$ cat config.mk
export PLATFORM = sky130hd
export DESIGN_NAME = tile_buffer
export DESIGN_NICKNAME = d
export VERILOG_FILES = /design/src/design/cmprs_buf_pkg.sv /design/src/design/tile_buffer.sv
export SDC_FILE = /design/constraint.sdc
export NUM_CORES = 2
export LEC_CHECK = 0
export BUFFER_PORTS_ARGS = -buffer_cell sky130_fd_sc_hd__buf_2
export CAP_MARGIN = 5
export CORE_MARGIN = 3
export CORE_UTILIZATION = 40
export CTS_CLUSTER_DIAMETER = 150
export DETAILED_ROUTE_END_ITERATION = 10
export PLACE_DENSITY = 0.52
export SLEW_MARGIN = 40
export SYNTH_ARGS = -nofsm -noshare
export SYNTH_HDL_FRONTEND = slang
export SYNTH_MEMORY_MAX_BITS = 65536
export SYNTH_SLANG_ARGS = --single-unit
$ cat constraint.sdc
create_clock -name xclk -period 3.45 [get_ports xclk]
set_clock_uncertainty 0.1 [all_clocks]
set_input_delay 0.5175 -clock xclk [delete_from_list [all_inputs] [get_ports xclk]]
set_output_delay 0.5175 -clock xclk [all_outputs]
set_load 0.02 [all_outputs]
$ cat src/design/cmprs_buf_pkg.sv
// shared widths and block geometry of the macroblock buffer
// sample, output and accumulator widths
// blocks per macroblock, tile numbering, average table address
// compression mode enum
package cmprs_buf_pkg;

    // sample widths
    localparam int sample_w      = 9;   // signed input sample
    localparam int out_w         = 10;  // signed sample minus average
    localparam int sum_w         = 15;  // 64 x 9 bit signed, no overflow

    // block geometry
    localparam int block_samples = 64;  // 8x8
    localparam int block_addr_w  = 6;   // address inside one block

    // macroblock layout
    localparam int y_blocks      = 4;   // tiles 0..3
    localparam int c_blocks      = 2;   // tile 4 is Cb, tile 5 is Cr
    localparam int tile_w        = 3;   // tile number 0..5

    // average table, page bit on top of the tile number
    localparam int dc_addr_w     = 4;

    // macroblock layout mode, sampled at mb_start
    typedef enum logic {
        mode_color = 1'b0,              // 4:2:0, six blocks
        mode_mono  = 1'b1               // luma only, four blocks
    } cmprs_mode_e;

endpackage
$ cat src/design/tile_buffer.sv
// two page sample buffer for the blocks of one macroblock
// write port addressed by page and in-macroblock address
// registered read port, sequenced by the block reader
`timescale 1ns/1ps

module tile_buffer #(
    parameter int NUM_BLOCKS = 4,                 // blocks per page
    localparam int AW = $clog2(NUM_BLOCKS) + cmprs_buf_pkg::block_addr_w
) (
    input  logic                              xclk,
    // write side
    input  logic                              wpage,  // page being filled
    input  logic                              we,
    input  logic [AW-1:0]                     waddr,  // block index on top
    input  logic [cmprs_buf_pkg::sample_w-1:0] wdata,
    // read side
    input  logic                              rpage,  // page being sent out
    input  logic                              re,
    input  logic [AW-1:0]                     raddr,
    output logic [cmprs_buf_pkg::sample_w-1:0] rdata   // one cycle after raddr
);

    localparam int DEPTH = 2 * NUM_BLOCKS * cmprs_buf_pkg::block_samples;

    logic [cmprs_buf_pkg::sample_w-1:0] mem [DEPTH]; // both pages

    always_ff @(posedge xclk) begin
        if (we) begin
            mem[{wpage, waddr}] <= wdata;         // any order within a block
        end
    end

    always_ff @(posedge xclk) begin
        if (re) begin
            rdata <= mem[{rpage, raddr}];         // holds last word when idle
        end
    end

endmodule

==> flow_summary.ini <==
[status]
status = complete, no violations

[clock_tree]
cts_setup_buffers = 0
clkSlewWorstSetupHoldPaths_ns = 0.06
clk_path_buf_depth = 4
clock_latency_ns = 1.02
clock-sinks = 4617
cts.htree.levels = 5
cts_buffers = 471
clock_tree.root_cell = clkbuf_16
tritoncts = done

[grt]
grt.met3_usage_pct = 3.08
busiest_layer = met2
global_route.usage.total_pct = 21.9
number_of_antenna_violations_at_the_first_check_in_global_routing = 43
grt_use_met1_pct = 31.2
number_of_global_route_vias_before_repair = 95400
grt_first_pass_wirelength_um = 724000
grt-ovfl-total = 0
grt_util_met2_pct = 35.7
maximum_number_of_pins_on_one_net_before_global_route_repair = 127

[yosys]
postSynthAreaPerCell_um2 = 20.2
syn_inst = 8888
ys_top_cells_by_area = edfxtp_1 (77%), mux4_2 (9.4%), mux2i_1 (4.9%), o221ai_1 (2.1%), nor2_1 (1.3%)
synth-edff-count = 4617
synthesis.nets = 8918
netlist-cell-type-count = 50
postSynth.topFlopCell = edfxtp_1
synth-seq-cells = 4617
ys_seq_area_share_pct = 77.2
yosys.area.top_type = edfxtp_1
mappedNetlistArea_mm2 = 0.180
async_reset_ff_share_pct = 0
synth_top_area_share_pct = 77.2
synth-warning-count = 0

[cells_and_area]
fin_cells = 16700
multi_input_comb_area_mm2 = 0.0380
area.sequential_mm2 = 0.139
count_of_nets_after_finishing = 10400
final_core_utilization_pct = 48.0
drive_above_1_share_pct = 28.4
fillers = 37000
area_growth_syn_to_layout_pct = 19.1

[drt]
drt-vias-per-instance = 5.68
drt_iter0_markers = 10400
postRouteWirelength_um = 512000
detail_route.drc_violations = 0
ant_nets = 0
drtPass1Iterations = 6
routed_wirelength_normalized_by_instance_count_um = 30.6
total_via_count_in_the_routed_design = 94900

[place]
place.port_buffers = 38
place.gp.congestion = 0.851
detailedPlacementHpwl_um = 332000
preCtsSetupSlack_ns = -1.01
dp_cells = 15800

[critical_path]
worst-path-max-fanout = 21
r2r_end = rdata[4]$_DFFE_PP_
worst-endpoint-arrival_ns = 4.00
crit_required_ns = 4.21
crit_path_end_kind = flip-flop
path_class = in2reg
worst_setup_path_start_kind = input pin
r2r_start = mem[379][4]$_DFFE_PP_
r2r_slack_ns = 0.35
r2r_cells = 10
cp-startpoint = raddr[0]
endpoint = rdata[1]$_DFFE_PP_

[floorplan]
initial_core_util_pct = 40.3
die_height_um = 676
core-area_mm2 = 0.446
io-pin-count = 39
design.die.area_mm2 = 0.457
horiz_die_dim_um = 676
rows = 245

[sta]
setup_viol = 0
timing.final.ws_setup_ns = 0.212
period_utilization_post_route_pct = 93.9
timing.max_slew.rel_slack_pct = 41.8
finalCriticalPeriod_ns = 3.24
tightestPinTransition_ns = 0.873
rsz0062_at_grt = false
timing_hold_violations_final = 0
timing.fmax_ghz = 0.309
maxSlewViolCount = 0

[hold_path]
tightest_hold_check_type = in2reg
timing.hold.worst_path_depth = 3

[power_and_ir_drop]
total_leakage_power_nw = 70.5
power_density_mw_per_mm2 = 554
total_power_consumption_mw = 119
worst_ir_drop_vdd_mv = 0.465

[flow_run]
drv_cap = 0
[cells in the final DEF, fill, tap and decap left out, types with 18 or more instances in the layout]
master      synthesis  routed
a22oi_1            51      51
nor2_1            601     574
mux2i_1           879     879
clkbuf_1          243      90
clkbuf_16           0     473
diode_2             0      21
mux4_2            747     747
buf_4              85    1301
nor4_1             27      27
o21ai_0           128     128
nor3_1             46      44
nand4_1            66      66
a21oi_1           217     215
clkinvlp_4          0      18
buf_2              84      25
o31ai_1            19      19
buf_12              6     224
o221ai_1          425     425
nand3_1            25      21
nand2_1           125     112
o22ai_1           192     192
edfxtp_1         4617    4617
clkinv_1            0     119
clkinv_2            0      95
nor2_2              0      26
bufinv_16           0      45
[per-stage QoR]
stage	setup TNS (ns)	area, um2	hold slack, ns
2_1_floorplan	0	180000	0.516
3_3_place_gp	-5.22	199000	0.860
3_5_place_dp	-5.14	199000	0.864
4_1_cts	0	214000	0.0809
5_1_grt	0	214000	0.125
6_report	0	214000	0.157
[how the worst min path moves through the flow]
stage	startpoint	end	slack (ns)
final	waddr[1]	mem[319][4]$_DFFE_PP_	0.16
after global routing	waddr[1]	mem[319][6]$_DFFE_PP_	0.12
after CTS	waddr[1]	mem[319][6]$_DFFE_PP_	0.08
after detailed placement	re	rdata[6]$_DFFE_PP_	0.86
after global placement	re	rdata[6]$_DFFE_PP_	0.86
after floorplan	wdata[0]	mem[0][0]$_DFFE_PP_	0.52
[timing repair]
item                                   in CTS  in global routing
setup endpoints to repair                   0                  1
endpoints found under the hold margin     334                  0
gates resized for setup                     0                  2
hold buffers                               10                  0
[worst max-delay path, cell delays in order]
cell and delay (ns):
buf_12 0.18, buf_12 0.19, buf_12 0.24, buf_4 0.34
mux2i_1 0.12, o221ai_1 0.35, nor2_1 0.10, o21ai_0 0.46
nand4_1 0.46, nand4_1 0.57, buf_12 0.16, and4bb_1 0.20
[kinds of logic (layout without fill, tap and decap cells)]
logic type      Yosys count  after routing  share of synthesized area, %
flops                  4617           4617                          77.2
mux                    1643           1643                          14.4
compound gates         1102           1102                          4.30
buf+inv                 566           2448                          1.85
simple gates            960            960                          2.33
other cells               0             21                             0
[cells in the mapped netlist, drive strengths merged (2+ instances only)]
cell type  number
clkbuf        243
o221ai        431
a211oi         15
nand2b          4
buf           319
nand4          66
and2           17
mux2i         879
or2             2
a21oi         217
a31oi          13
nand2         125
o22a            8
nor2b           7
a22oi          51
nand3          25
and4bb          8
and4            8
or3             3
o21ai         145
inv             4
nand3b          2
o22ai         192
a221o           8
nor3b           5
mux2           17
nor2          601
nor3           47
mux4          747
nor4           28
o31ai          19
and3            9
edfxtp       4617
[area by class of cell]
type | instances | share of cell area [%]
timing repair buffer | 1575 | 6.88
tap | 5928 | 3.46
clock buffer | 563 | 5.69
clock inverter | 306 | 1.43
multi-input combinational | 3705 | 17.7
antenna | 21 | 0.0245
sequential | 4617 | 64.8
inverter | 4 | 0.0111
[layer usage]
layer  wire length, um  part of all wire (%)
met2            247000                    48
met4             13700                   2.7
met5                28                0.0055
met3             34000                   6.6
met1            217000                    42
[power breakdown]
part           internal (mW)  switching (mW)
combinational           2.56            4.21
clock                   28.6            21.5
sequential              61.8          0.0436
total                   92.9            25.8
[state kept, by name (all words and copies together) (netlist names)]
| signal | flops |
|---|---|
| rdata | 9 |
| mem | 4608 |
Note: power is estimated with default switching activity, not from simulation.
