`src/design/cmprs_buf_pkg.sv`:
```
// shared widths and block geometry of the macroblock buffer
// sample, output and accumulator widths
// blocks per macroblock, tile numbering, average table address
// compression mode enum
package cmprs_buf_pkg;

    // sample widths
    localparam int sample_w      = 9;   // signed input sample
    localparam int out_w         = 10;  // signed sample minus average
    localparam int sum_w         = 15;  // 64 x 9 bit signed, no overflow

    // block geometry
    localparam int block_samples = 64;  // 8x8
    localparam int block_addr_w  = 6;   // address inside one block

    // macroblock layout
    localparam int y_blocks      = 4;   // tiles 0..3
    localparam int c_blocks      = 2;   // tile 4 is Cb, tile 5 is Cr
    localparam int tile_w        = 3;   // tile number 0..5

    // average table, page bit on top of the tile number
    localparam int dc_addr_w     = 4;

    // macroblock layout mode, sampled at mb_start
    typedef enum logic {
        mode_color = 1'b0,              // 4:2:0, six blocks
        mode_mono  = 1'b1               // luma only, four blocks
    } cmprs_mode_e;

endpackage
```
`src/design/dc_subtract.sv`:
```
// 16 entry table of block averages, two pages of six tiles
// registered table read, parallel to the buffer read
// luma or chroma select and registered average subtraction
`timescale 1ns/1ps

module dc_subtract (
    input  logic                                xclk,
    input  logic                                arst_n,
    input  logic                                dc_we,
    input  logic [cmprs_buf_pkg::dc_addr_w-1:0]  dc_waddr,
    input  logic [cmprs_buf_pkg::sample_w-1:0]   dc_wdata,
    input  logic [cmprs_buf_pkg::dc_addr_w-1:0]  dc_raddr,  // with the buffer address
    input  logic                                tile_is_c, // with the buffer address
    input  logic [cmprs_buf_pkg::sample_w-1:0]   y_rdata,
    input  logic [cmprs_buf_pkg::sample_w-1:0]   c_rdata,
    output logic [cmprs_buf_pkg::out_w-1:0]      data_out,  // 2 cycles after address
    output logic [cmprs_buf_pkg::sample_w-1:0]   avr_out
);

    localparam int sw = cmprs_buf_pkg::sample_w;
    localparam int ow = cmprs_buf_pkg::out_w;

    logic [sw-1:0] avr_tab [2 ** cmprs_buf_pkg::dc_addr_w];
    logic [sw-1:0] avr_r;                  // aligned with buffer rdata
    logic [sw-1:0] avr_d;                  // aligned with data_out
    logic          is_c_d;
    logic [sw-1:0] smp;
    logic [ow-1:0] diff;

    always_ff @(posedge xclk) begin
        if (dc_we) begin
            avr_tab[dc_waddr] <= dc_wdata;
        end
        avr_r    <= avr_tab[dc_raddr];
        avr_d    <= avr_r;
        data_out <= diff;
    end

    always_ff @(posedge xclk or negedge arst_n) begin
        if (!arst_n) begin
            is_c_d <= 1'b0;
        end else begin
            is_c_d <= tile_is_c;           // buffer select one cycle late
        end
    end

    assign smp     = is_c_d ? c_rdata : y_rdata;
    assign diff    = ow'($signed(smp)) - ow'($signed(avr_r));  // cannot overflow 10 bits
    assign avr_out = avr_d;

endmodule

```
`config.mk`:
```
export PLATFORM = sky130hd
export DESIGN_NAME = dc_subtract
export DESIGN_NICKNAME = d
export VERILOG_FILES = /design/src/design/cmprs_buf_pkg.sv /design/src/design/dc_subtract.sv
export SDC_FILE = /design/constraint.sdc
export NUM_CORES = 1
export LEC_CHECK = 0
export BUFFER_PORTS_ARGS = -buffer_cell sky130_fd_sc_hd__buf_4
export CORE_MARGIN = 1
export CORE_UTILIZATION = 63
export DETAILED_ROUTE_END_ITERATION = 8
export PLACE_DENSITY = 0.84
export SLEW_MARGIN = 40
export SYNTH_ARGS = -nofsm -noshare
export SYNTH_HDL_FRONTEND = slang
export SYNTH_SLANG_ARGS = --single-unit
export TNS_END_PERCENT = 20
```
`constraint.sdc`:
```
create_clock -name xclk -period 6.15 [get_ports xclk]
set_clock_uncertainty 0.05 [all_clocks]
set_input_delay 1.23 -clock xclk [delete_from_list [all_inputs] [get_ports xclk]]
set_output_delay 1.23 -clock xclk [all_outputs]
set_load 0.05 [all_outputs]
```
==> results.sh <==
export IMPL_cts_resized=0
export IMPL_crit_family="compound AO/OA/AOI/OAI gates"
export IMPL_drive_gt1_frac=0.307
export IMPL_crit_slowest_cell="fa_1"
export IMPL_grt_pass1_vias=3435
export IMPL_vias_per_cell=6.15
export IMPL_drt_iter0_markers=273
export IMPL_synth_edf_count=144
export IMPL_fin_area_um2=7850
export IMPL_post_cts_buffers=0
export IMPL_wire_per_inst_um=23.6
export IMPL_finalHoldViolCount=0
export IMPL_netlist_top_cells_count="edfxtp_1 (144), mux4_1 (32), dfxtp_1 (28)"
export IMPL_grt_max_degree=37
export IMPL_cpPeakStageDelay_ns=0.42
export IMPL_vdd_drop_max_uv=233
export IMPL_antenna_found_initial=0
export IMPL_drv_slew=0
export IMPL_finalPower_uw=2670
export IMPL_yosysMostFrequentCell="edfxtp_1"
export IMPL_htreeDepth=4
export IMPL_cts_max_path_buffers=2
export IMPL_gr_usage_all_layers=0.254
export IMPL_clk_pin_slew_ns=0.06
export IMPL_dr_pass1_iters=6
export IMPL_grt_pass1_wl_mm=19.5
export IMPL_reg2reg_slack_ns=3.64
export IMPL_clock_fmax_mhz=379
export IMPL_crit_type="in2reg"
export IMPL_ys_flop_type="edfxtp_1"
export IMPL_min_period_ns=2.64
export IMPL_reg2reg_from="is_c_d"
export IMPL_synth_warnings=0
export IMPL_placed_area_um2=7290
export IMPL_netlist_instances=317
export IMPL_reg2reg_to="data_out[8]"
export IMPL_routed_wl_mm=12.6
export IMPL_die_area_um2=11100
export IMPL_critPathLaunchType="input pin"
export IMPL_leakage_uw=0.00281
export IMPL_worst_path_stages=10
export IMPL_synth_top_cells_by_area="edfxtp_1 (64%), mux4_1 (13%), dfxtp_1 (8.3%)"
export IMPL_drc=0
export IMPL_cts_tree="done"
export IMPL_startpoint="c_rdata[0]"
export IMPL_numPortBuffers=57
export IMPL_route_vias_total=3285
export IMPL_die_w_um=105
export IMPL_cts_buffers=17
export IMPL_core_rowCount=37
export IMPL_ios=58
export IMPL_ff2ff_path_depth=9
export IMPL_ys_seq_elements=173
export IMPL_syn_num_nets=366
export IMPL_syn_avg_cell_area_um2=21.2
export IMPL_synth_top_area_share=0.644
export IMPL_core_um2=10300
export IMPL_root_buffer="clkbuf_8"
export IMPL_place_hpwl_mm=7.64
export IMPL_cp_required_ns=6.51
export IMPL_path_buf_inv=2
export IMPL_clock_sinks=173
export IMPL_initial_core_util=0.650
export IMPL_power_density_nw_per_um2=340
export IMPL_synth_largest_area_cell="edfxtp_1"
export IMPL_setup_violations_final=0
export IMPL_slew_headroom=0.517
export IMPL_outcome="finished, final reports clean"
export IMPL_postCtsHoldBufs=0
export IMPL_synthArstFlopShare=0.00578
export IMPL_endpoint_kind="flop"
export IMPL_route_antenna_remaining_nets=0
export IMPL_endpoint="data_out[8]"
export IMPL_die_h_um=105
export IMPL_ys_types=35
export IMPL_diodes=0
export IMPL_netlist_area_um2=6720
export IMPL_fin_nets=434
export IMPL_synth_seq_area_share=0.731
export IMPL_hold_path_class="reg2reg"
export IMPL_setup_tns_ns=0
export IMPL_grt_overflow=0
export IMPL_worst_pin_slew_ns=0.723
export IMPL_critPathMaxFanout=2
export IMPL_drv_cap=0
export IMPL_syn_to_final_growth_pct=16.9
export IMPL_gp_congestion=0.807
export IMPL_crit_arrival_ns=3.00
export IMPL_rsz0062_at_grt="no"
export IMPL_finalCritPeriodShare=0.429
export IMPL_path_cells="buf_4 > mux2i_1 > ha_1 > inv_1 > fa_1 > a21oi_1 > o21ai_0 > a211oi_1 > o31ai_1 > xor2_1"
export IMPL_clk_latency_ns=0.53
[area by class of cell]
type / count / area (um^2)
flip-flops and latches: 173 / 4910
fillers: 541 / 2470
multi-input cells: 118 / 1720
clock buffers: 25 / 484
repair buffers: 60 / 450
well taps: 136 / 170
clock inverters: 7 / 63.8
inverters: 15 / 56.3
[through the flow]
stage | util | std cells | setup slack, ns | hold WS, ns
4_1_cts | 0.759 | 534 | 3.54 | 0.308
5_1_grt | 0.760 | 534 | 3.44 | 0.308
2_1_floorplan | - | 317 | 3.25 | 0.281
3_3_place_gp | 0.704 | 502 | 3.01 | 0.291
3_5_place_dp | 0.706 | 502 | 2.98 | 0.300
6_report | 0.760 | 534 | 3.51 | 0.306
[layer usage]
metal / share of wire / GRT usage
met1: 0.40 / 0.332
met3: 0.070 / 0.0649
met5: 0 / 0
met4: 0.022 / 0.103
met2: 0.51 / 0.414
[registers in the layout, summed over array words and instances (netlist names)]
signal    cells
is_c_d        1
data_out     10
avr_r         9
avr_tab     144
avr_out       9
[where the power goes]
part	switching (uW)	internal [uW]	total (uW)
clock	408	577	985
combinational	213	126	339
sequential	19.4	1330	1350
total	640	2030	2670
[cells by family (layout without fill, tap and decap cells)]
group / count (synthesis) / count (layout) / share of synthesized area
flops: 173 / 173 / 0.731
compound gates: 18 / 18 / 0.0173
buf+inv: 26 / 107 / 0.0196
simple gates: 31 / 31 / 0.0220
fa+ha+maj: 10 / 10 / 0.0198
mux: 54 / 54 / 0.184
xor+xnor: 5 / 5 / 0.00652
[how the worst min path moves through the flow]
stage / depth (start not counted) / from / end / slack (ns)
floorplan: 0 / avr_r[1] / avr_out[1] / 0.28
global route: 0 / avr_r[2] / avr_out[2] / 0.31
detailed placement: 0 / avr_r[2] / avr_out[2] / 0.30
global placement: 0 / avr_r[8] / avr_out[8] / 0.29
CTS: 0 / avr_r[2] / avr_out[2] / 0.31
finish: 0 / avr_r[2] / avr_out[2] / 0.31
[cells in the final DEF, fill, tap and decap left out, drive strengths merged, types with 3 or more instances in the layout]
master,Yosys,routed
edfxtp,144,144
inv,15,15
ha,9,9
mux4,45,45
nor2,16,16
mux2,8,8
clkbuf,2,25
buf,9,60
o21ai,4,4
xor2,3,3
nor3,6,6
a21oi,5,5
dfxtp,28,28
clkinv,0,4
No activity file was read; power rests on OpenSTA's default activity.
