**src/design/cmprs_buf_pkg.sv**
```systemverilog
// shared widths and block geometry of the macroblock buffer
// sample, output and accumulator widths
// blocks per macroblock, tile numbering, average table address
// compression mode enum
package cmprs_buf_pkg;

    // sample widths
    localparam int sample_w      = 9;   // signed input sample
    localparam int out_w         = 10;  // signed sample minus average
    localparam int sum_w         = 15;  // 64 x 9 bit signed, no overflow

    // block geometry
    localparam int block_samples = 64;  // 8x8
    localparam int block_addr_w  = 6;   // address inside one block

    // macroblock layout
    localparam int y_blocks      = 4;   // tiles 0..3
    localparam int c_blocks      = 2;   // tile 4 is Cb, tile 5 is Cr
    localparam int tile_w        = 3;   // tile number 0..5

    // average table, page bit on top of the tile number
    localparam int dc_addr_w     = 4;

    // macroblock layout mode, sampled at mb_start
    typedef enum logic {
        mode_color = 1'b0,              // 4:2:0, six blocks
        mode_mono  = 1'b1               // luma only, four blocks
    } cmprs_mode_e;

endpackage
```
**src/design/block_dc_accum.sv**
```systemverilog
// per block sample sums and sample counters
// write page and per page subtract enable, toggled by mb_start
// truncated block averages written to the average table
// one block done pulse per table write
`timescale 1ns/1ps

module block_dc_accum (
    input  logic                                  xclk,
    input  logic                                  arst_n,
    input  logic                                  mb_start,    // before first write of a mb
    input  logic                                  subtract_dc, // sampled at mb_start
    input  logic                                  y_we,
    input  logic [cmprs_buf_pkg::block_addr_w+1:0] y_addr,
    input  logic [cmprs_buf_pkg::sample_w-1:0]     y_data,
    input  logic                                  c_we,
    input  logic [cmprs_buf_pkg::block_addr_w:0]   c_addr,      // msb selects Cb/Cr
    input  logic [cmprs_buf_pkg::sample_w-1:0]     c_data,
    output logic                                  wpage,
    output logic                                  dc_we,
    output logic [cmprs_buf_pkg::dc_addr_w-1:0]    dc_waddr,
    output logic [cmprs_buf_pkg::sample_w-1:0]     dc_wdata,
    output logic [5:0]                            block_done
);

    localparam int nb  = cmprs_buf_pkg::y_blocks + cmprs_buf_pkg::c_blocks;
    localparam int sw  = cmprs_buf_pkg::sample_w;
    localparam int uw  = cmprs_buf_pkg::sum_w;
    localparam int baw = cmprs_buf_pkg::block_addr_w;
    localparam int tw  = cmprs_buf_pkg::tile_w;

    logic [1:0]    sub_pg;               // subtract enable per page
    logic [sw-1:0] smp_y;                // registered luma sample
    logic [sw-1:0] smp_c;                // registered chroma sample
    logic [nb-1:0] acc_en;               // one hot, block receiving smp_*
    logic          page_s1;              // page of the registered sample
    logic [uw-1:0] sum [nb];
    logic [baw-1:0] cnt [nb];            // wraps to 0 after 64 samples
    logic [nb-1:0] fin;                  // 64th sample being summed
    logic [nb-1:0] pend;                 // finished, table write still owed
    logic [nb-1:0] pend_pg;              // page of each owed write
    logic [nb-1:0] req;
    logic [nb-1:0] req_pg;
    logic [nb-1:0] grant;
    logic [tw-1:0] grant_idx;
    logic [tw-1:0] dc_idx;               // tile of the current table write
    logic          dc_page;

    always_comb begin
        for (int i = 0; i < nb; i++) begin
            fin[i] = acc_en[i] && (cnt[i] == '1);
        end
        req = pend | fin;                 // Y and C may finish in one cycle
        grant_idx = '0;
        for (int i = nb - 1; i >= 0; i--) begin
            if (req[i]) grant_idx = tw'(i);   // lowest tile first
        end
        grant = req[grant_idx] ? (nb'(1) << grant_idx) : '0;
        for (int i = 0; i < nb; i++) begin
            req_pg[i] = fin[i] ? page_s1 : pend_pg[i];
        end
    end

    always_ff @(posedge xclk) begin
        smp_y <= y_data;                  // only used when acc_en says so
        smp_c <= c_data;
        for (int i = 0; i < nb; i++) begin
            if (acc_en[i]) begin          // first sample restarts the sum
                sum[i] <= ((cnt[i] == '0) ? '0 : sum[i]) +
                          uw'($signed((i < cmprs_buf_pkg::y_blocks) ? smp_y : smp_c));
            end
        end
    end

    always_ff @(posedge xclk or negedge arst_n) begin
        if (!arst_n) begin
            wpage      <= 1'b0;
            sub_pg     <= '0;
            acc_en     <= '0;
            page_s1    <= 1'b0;
            pend       <= '0;
            pend_pg    <= '0;
            dc_we      <= 1'b0;
            dc_idx     <= '0;
            dc_page    <= 1'b0;
            block_done <= '0;
            for (int i = 0; i < nb; i++) cnt[i] <= '0;
        end else begin
            if (mb_start) begin
                wpage          <= ~wpage;
                sub_pg[~wpage] <= subtract_dc;    // for the page about to fill
            end
            for (int i = 0; i < cmprs_buf_pkg::y_blocks; i++) begin
                acc_en[i] <= y_we && (y_addr[baw +: 2] == 2'(i));
            end
            for (int i = 0; i < cmprs_buf_pkg::c_blocks; i++) begin
                acc_en[cmprs_buf_pkg::y_blocks + i] <= c_we && (c_addr[baw] == 1'(i));
            end
            page_s1 <= wpage;
            for (int i = 0; i < nb; i++) begin
                if (acc_en[i]) cnt[i] <= cnt[i] + 1'b1;
            end
            pend       <= req & ~grant;
            pend_pg    <= req_pg;
            dc_we      <= |req;
            dc_idx     <= grant_idx;
            dc_page    <= req_pg[grant_idx];
            block_done <= grant;              // done goes with the table write
        end
    end

    assign dc_waddr = {dc_page, dc_idx};
    // sum is floor(sum/64) in its top bits
    assign dc_wdata = sub_pg[dc_page] ? sum[dc_idx][uw-1 -: sw] : '0;

endmodule

```
**config.mk**
```make
export PLATFORM = sky130hd
export DESIGN_NAME = block_dc_accum
export DESIGN_NICKNAME = d
export VERILOG_FILES = /design/src/design/cmprs_buf_pkg.sv /design/src/design/block_dc_accum.sv
export SDC_FILE = /design/constraint.sdc
export NUM_CORES = 1
export LEC_CHECK = 0
export BUFFER_PORTS_ARGS = -buffer_cell sky130_fd_sc_hd__buf_2
export CORE_MARGIN = 4
export CORE_UTILIZATION = 62
export DETAILED_ROUTE_END_ITERATION = 6
export PLACE_DENSITY = 0.87
export SLEW_MARGIN = 10
export SYNTH_ARGS = -nofsm -noshare
export SYNTH_HDL_FRONTEND = slang
export SYNTH_SLANG_ARGS = --single-unit
```
**constraint.sdc**
```tcl
create_clock -name xclk -period 3.79 [get_ports xclk]
set_input_delay 0.1895 -clock xclk [delete_from_list [all_inputs] [get_ports xclk]]
set_output_delay 0.1895 -clock xclk [all_outputs]
set_load 0.05 [all_outputs]
```
==> results of run 1 <==
==> cell usage after synthesis (10+ instances only) <==
master	count
ha_1	96
edfxtp_1	90
nor2_1	90
nor2b_1	86
xnor2_1	71
dfrtp_1	69
nand2_1	65
a21oi_1	47
xor2_1	32
a21o_1	30
o21a_1	25
nor3_1	22
a211oi_1	21
and2_1	18
dfxtp_1	18
inv_1	17
o21ai_0	16
o21ai_1	15
nand4_1	12
o31ai_1	12
a31o_1	11
clkbuf_1	10
mux2i_1	10
==> cell type report <==
type	count	share of cell area, %
Tap cell	225	2.30
Clock buffer	21	3.94
Sequential cell	177	39.1
Inverter	19	0.582
Timing Repair Buffer	90	5.10
Multi-Input combinational cell	782	48.3
Clock inverter	11	0.724
==> path summary, 6_finish.rpt <==
check | startpoint | end | slack [ns] | depth (start not counted)
max | cnt[27] | sum[1][14] | 0.46 | 11
min | subtract_dc | sub_pg[0] | 0.01 | 2
max reg2reg | cnt[27] | sum[1][14] | 0.46 | 11
min reg2reg | cnt[5] | cnt[5] | 0.51 | 1
max in group asynchronous | arst_n | cnt[28] | 2.44 | 3
min in group asynchronous | arst_n | cnt[11] | 0.47 | 2
==> power by group through the flow <==
stage	logic, µW	clock network, µW	registers [µW]
2_1_floorplan	3130	0	2880
3_3_place_gp	3700	0	2940
3_5_place_dp	3880	0	2960
4_1_cts	3990	1720	2930
5_1_grt	4450	1810	2980
6_report	4020	1710	2940
==> metrics by stage <==
stage	util, %	setup WS (ns)	hold WS (ns)	power (µW)	area [µm²]
finish	71.2	0.457	0.0132	8670	12300
global placement	66.3	0.608	0.291	6640	11400
CTS	71.2	0.487	0.00312	8630	12300
floorplan	-	0.613	-0.106	6010	10900
global route	71.2	0.319	0.00437	9240	12300
detailed placement	66.3	0.524	0.293	6830	11400
==> cells by family after synthesis <==
kind of cell / Yosys count / share of synthesized area (%)
simple gates: 325 / 15.2
flops: 177 / 44.1
compound gates: 228 / 15.7
xor+xnor: 103 / 8.31
other cells: 1 / 0.0346
mux: 23 / 3.20
fa+ha+maj: 102 / 12.2
buf+inv: 35 / 1.28
==> layer usage <==
layer / vias up / global-route usage, % / share of wire [%]
met5: - / 0 / 0
met2: 283 / 44.1 / 50
li1: 3835 / - / -
met4: 0 / 7.55 / 2.2
met3: 45 / 4.27 / 6.3
met1: 3844 / 31.7 / 41
==> worst register-to-register path: stages, from the launching register on <==
cell and delay, ns:
dfrtp_1 0.44, nor4_1 0.32, and2_1 0.39, nor2b_1 0.09
ha_1 0.25, fa_1 0.43, a21oi_1 0.23, o211a_1 0.22
o211ai_1 0.14, a31o_1 0.24, a21o_1 0.20, xnor2_1 0.13
==> flip-flops by register name, summed over array words and instances (netlist names) <==
| name | flops |
|---|---|
| sum | 90 |
| cnt | 36 |
| smp_c | 9 |
| smp_y | 9 |
| acc_en | 6 |
| block_done | 6 |
| pend | 6 |
| pend_pg | 6 |
| dc_idx | 3 |
| sub_pg | 2 |
| dc_page | 1 |
| dc_we | 1 |
| page_s1 | 1 |
| wpage | 1 |
==> impl_metrics.tcl, run 1 <==
set metrics [dict create \
    ys.flop_type "edfxtp_1" \
    synth.distinct_cells 59 \
    crit_type "flop to flop" \
    postCtsResizedCells 0 \
    syn_to_final_growth_pct 13.0 \
    gr-total-overflow 0 \
    wirelength_mm 23.9 \
    cts_max_level 4 \
    row_count 48 \
    switching_share_pct 38.6 \
    cts-root-buf "clkbuf_16" \
    startpoint_type "flop" \
    syn_area_mm2 0.0109 \
    synth_top_area_share_pct 24.9 \
    num_antenna_cells 0 \
    path_max_fanout 5 \
    p_sw_uw 3350 \
    drc 0 \
    cpPeakStageDelay_ns 0.44 \
    die_w_um 140 \
    finalMaxSlewViolations 0 \
    ys_warn_count 0 \
    synthArstFlopShare_pct 39.0 \
    hold_buffers 27 \
    peakVddDrop_uv 402 \
    grt_max_degree 50 \
    netlist_instances 994 \
    clock_sinks 177 \
    hold_viol 0 \
    tritoncts "done" \
    hold_class "input pin to flop" \
    regArea_mm2 0.00479 \
    status "complete, no violations" \
    final_common_cell "ha_1" \
    grt_pass1_wl_mm 39.9 \
    clock_latency_ns 0.43 \
    die_height_um 140 \
    cts_buffers 17 \
    yosysSeqAreaShare_pct 44.1 \
    antenna_found_initial 0 \
    initial_utilization_pct 63.0 \
    layout-drive-gt1-share_pct 11.5 \
    crit_family "compound AO/OA/AOI/OAI gates" \
    crit_slowest_cell "dfrtp_1" \
    io_buffers 47 \
    synth_nets 1135 \
    crit_arrival_ns 3.51 \
    final_nets 1228 \
    p_int_uw 5320 \
    p_leak_uw 0.00521 \
    cp-end-kind "flop" \
    n_fill_cell 1111 \
    pwr-share-comb_pct 46.4 \
    synth.area.top_cells "edfxtp_1 25%, dfrtp_1 16%, ha_1 11%" \
    tns_ns 0 \
    cts_setup_buffers 0 \
    clock.fmax_mhz 300 \
    fp.coreArea_mm2 0.0172 \
    dr.first_iter.drc_count 606 \
    detail_route.wl_per_cell_um 18.0 \
    multi_input_area_mm2 0.00592 \
    slew_headroom_pct 32.7 \
    p_per_area_mw_per_mm2 707 \
    ys_ff_latch 177 \
    min_period_ns 3.33 \
    clkTransAtPathRegs_ns 0.07 \
    drtAntennaViolNets 0 \
    syn_avg_cell_area_um2 10.9 \
    tightest_slew_ns 1.01 \
    place_inst 1266 \
    final_cells 1325 \
    cp_cell_sequence "nor4_1 -> and2_1 -> nor2b_1 -> ha_1 -> fa_1 -> a21oi_1 -> o211a_1 -> o211ai_1 -> a31o_1 -> a21o_1 -> xnor2_1" \
    synth_area_leader_cell "edfxtp_1" \
    grt_setup_unrepaired "no" \
    synth-edff-count 90 \
    cts_buffer_depth 2 \
    viasPerCell 6.04 \
    dp_hpwl_mm 16.3 \
    seqPwrFrac_pct 33.9 \
    die_area_mm2 0.0197 \
    path_buf_inv 0 \
    grt.total_usage_pct 25.0 \
    vias 8007 \
    io_pins 60 \
    setup_viol 0 \
    final_cell_mix "96 x ha_1, 90 x nor2_1, 90 x edfxtp_1, 86 x nor2b_1, 71 x xnor2_1" \
    fin_skew_ns 0.00904 \
    firstDrtPassIters 5 \
    period_share_pct 88.0 \
    gp_congestion 0.864 \
    worstPathRequired_ns 3.97 \
    cap_violations 0 \
    grt_pass1_vias 8211 \
    clkPwrFrac_pct 19.7 \
]
No activity file was read; power rests on OpenSTA's default activity.
==> run 2: changes to the inputs <==
RECOVER_POWER = 50   (was not set)
==> impl_metrics.tcl, run 2 (same netlist as run 1, synthesis figures left out) <==
set metrics [dict create \
    status "complete, but fails checks" \
    violations "capacitance limit, slew limit" \
    grt.total_usage_pct 25.0 \
    die_w_um 140 \
    worstHoldStart "subtract_dc" \
    row_count 48 \
    grt_max_degree 50 \
    reg2reg_slack_ns 0.47 \
    die_height_um 140 \
    gp_congestion 0.864 \
    finalMaxSlewViolations 50 \
    period_share_pct 87.6 \
    cts_buffer_depth 2 \
    crit_slowest_cell "dfrtp_1" \
    layout-drive-gt1-share_pct 9.82 \
    gr-total-overflow 0 \
    cap_violations 1 \
    cp-end-kind "flop" \
    reg_top3 "sum x90, cnt x36" \
    rr_worst_depth 11 \
    wirelength_mm 23.9 \
    final_nets 1228 \
    cp_cell_sequence "nor4_1 -> and2_1 -> nor2b_1 -> ha_1 -> fa_1 -> a21oi_1 -> o211a_1 -> o211ai_1 -> a31o_1 -> a21o_1 -> xnor2_1" \
    holdPathEnd "sub_pg[0]" \
    slew_headroom_pct -62.9 \
    cts-root-buf "clkbuf_16" \
    hold_class "input pin to flop" \
    tritoncts "done" \
    cts_buffers 17 \
    clock_sinks 177 \
    hold_viol 0 \
    hold_buffers 27 \
    min_period_ns 3.32 \
    p_per_area_mw_per_mm2 708 \
    r2r-end "sum[1][14]" \
    startpoint_type "flop" \
    firstDrtPassIters 5 \
    grt_pass1_wl_mm 39.9 \
    hold_depth 2 \
    path_max_fanout 5 \
    detail_route.wl_per_cell_um 18.0 \
    finish.utilization_pct 70.9 \
    clkTransAtPathRegs_ns 0.07 \
    tightest_slew_ns 2.44 \
    clock.fmax_mhz 301 \
    grt_pass1_vias 8211 \
    final_common_cell "ha_1" \
    syn_to_final_growth_pct 12.7 \
    cts_setup_buffers 0 \
    regMostFlops "sum" \
    power_uw 8660 \
    grt_setup_unrepaired "no" \
    vias 8015 \
    crit_arrival_ns 3.50 \
    tns_ns 0 \
    worstPathRequired_ns 3.97 \
    largest_reg_flops 90 \
    peakVddDrop_uv 400 \
    final_cell_mix "96 x ha_1, 90 x nor2_1, 90 x edfxtp_1, 86 x nor2b_1, 71 x xnor2_1" \
    die_area_mm2 0.0197 \
    initial_utilization_pct 63.0 \
    r2r-start "cnt[27]" \
    fin_skew_ns 0.0101 \
    cpPeakStageDelay_ns 0.44 \
    io_buffers 47 \
    crit_type "flop to flop" \
    dr.first_iter.drc_count 601 \
    antenna_found_initial 0 \
    fp.coreArea_mm2 0.0172 \
    drc 0 \
    drtAntennaViolNets 0 \
    dp_hpwl_mm 16.3 \
    setup_viol 0 \
    cts_max_level 4 \
    viasPerCell 6.05 \
    io_pins 60 \
    num_antenna_cells 0 \
    p_leak_uw 0.00514 \
    clock_latency_ns 0.43 \
    postCtsResizedCells 0 \
]
==> run 2: cell count changes in the layout (fill, tap and decap cells not counted) <==
| cell | change |
|---|---|
| clkbuf_1 | +18 |
| buf_2 | -13 |
| buf_4 | -5 |
==> run 2: critical path: cells and delay by family, from the launching register on <==
kind            cells  cell delay (ns)
xor+xnor            1             0.12
flops               1             0.44
fa+ha+maj           2             0.67
compound gates      5             1.02
simple gates        3             0.80
==> run 2: how the worst max path moves through the flow <==
stage / start / end / slack (ns) / depth (start not counted)
2_1_floorplan: cnt[6] / sum[4][14] / 0.61 / 14
3_3_place_gp: cnt[3] / sum[5][14] / 0.61 / 11
3_5_place_dp: cnt[27] / sum[1][14] / 0.52 / 11
4_1_cts: cnt[27] / sum[1][14] / 0.49 / 11
5_1_grt: cnt[27] / sum[1][14] / 0.32 / 11
6_report: cnt[27] / sum[1][14] / 0.47 / 11
==> run 2: final cells by class <==
type	instances	area, µm²
Clock buffer	21	483
Clock inverter	11	88.8
Fill cell	1130	5010
Inverter	19	71.3
Multi-Input combinational cell	782	5920
Sequential cell	177	4790
Tap cell	225	282
Timing Repair Buffer	90	591
==> run 2: per-stage QoR <==
step | worst slack [ns] | hold WS [ns] | area [µm²] | std cells
6_report | 0.469 | 0.0145 | 12200 | 1325
4_1_cts | 0.487 | 0.00312 | 12300 | 1325
3_3_place_gp | 0.608 | 0.291 | 11400 | 1266
2_1_floorplan | 0.613 | -0.106 | 10900 | 994
3_5_place_dp | 0.524 | 0.293 | 11400 | 1266
5_1_grt | 0.319 | 0.00437 | 12200 | 1325
==> run 2: report_power, final <==
group | internal [µW] | total [µW] | leakage, µW | switching, µW
combinational | 1770 | 4010 | 0.00297 | 2250
sequential | 2620 | 2940 | 0.00188 | 317
clock | 932 | 1710 | 0.000285 | 776
==> run 2: metal layers <==
| layer | GRT usage (%) | part of all wire, % |
|---|---|---|
| met1 | 31.7 | 41 |
| met4 | 7.55 | 2.1 |
| met3 | 4.27 | 6.3 |
| met5 | 0 | 0 |
| met2 | 44.1 | 51 |
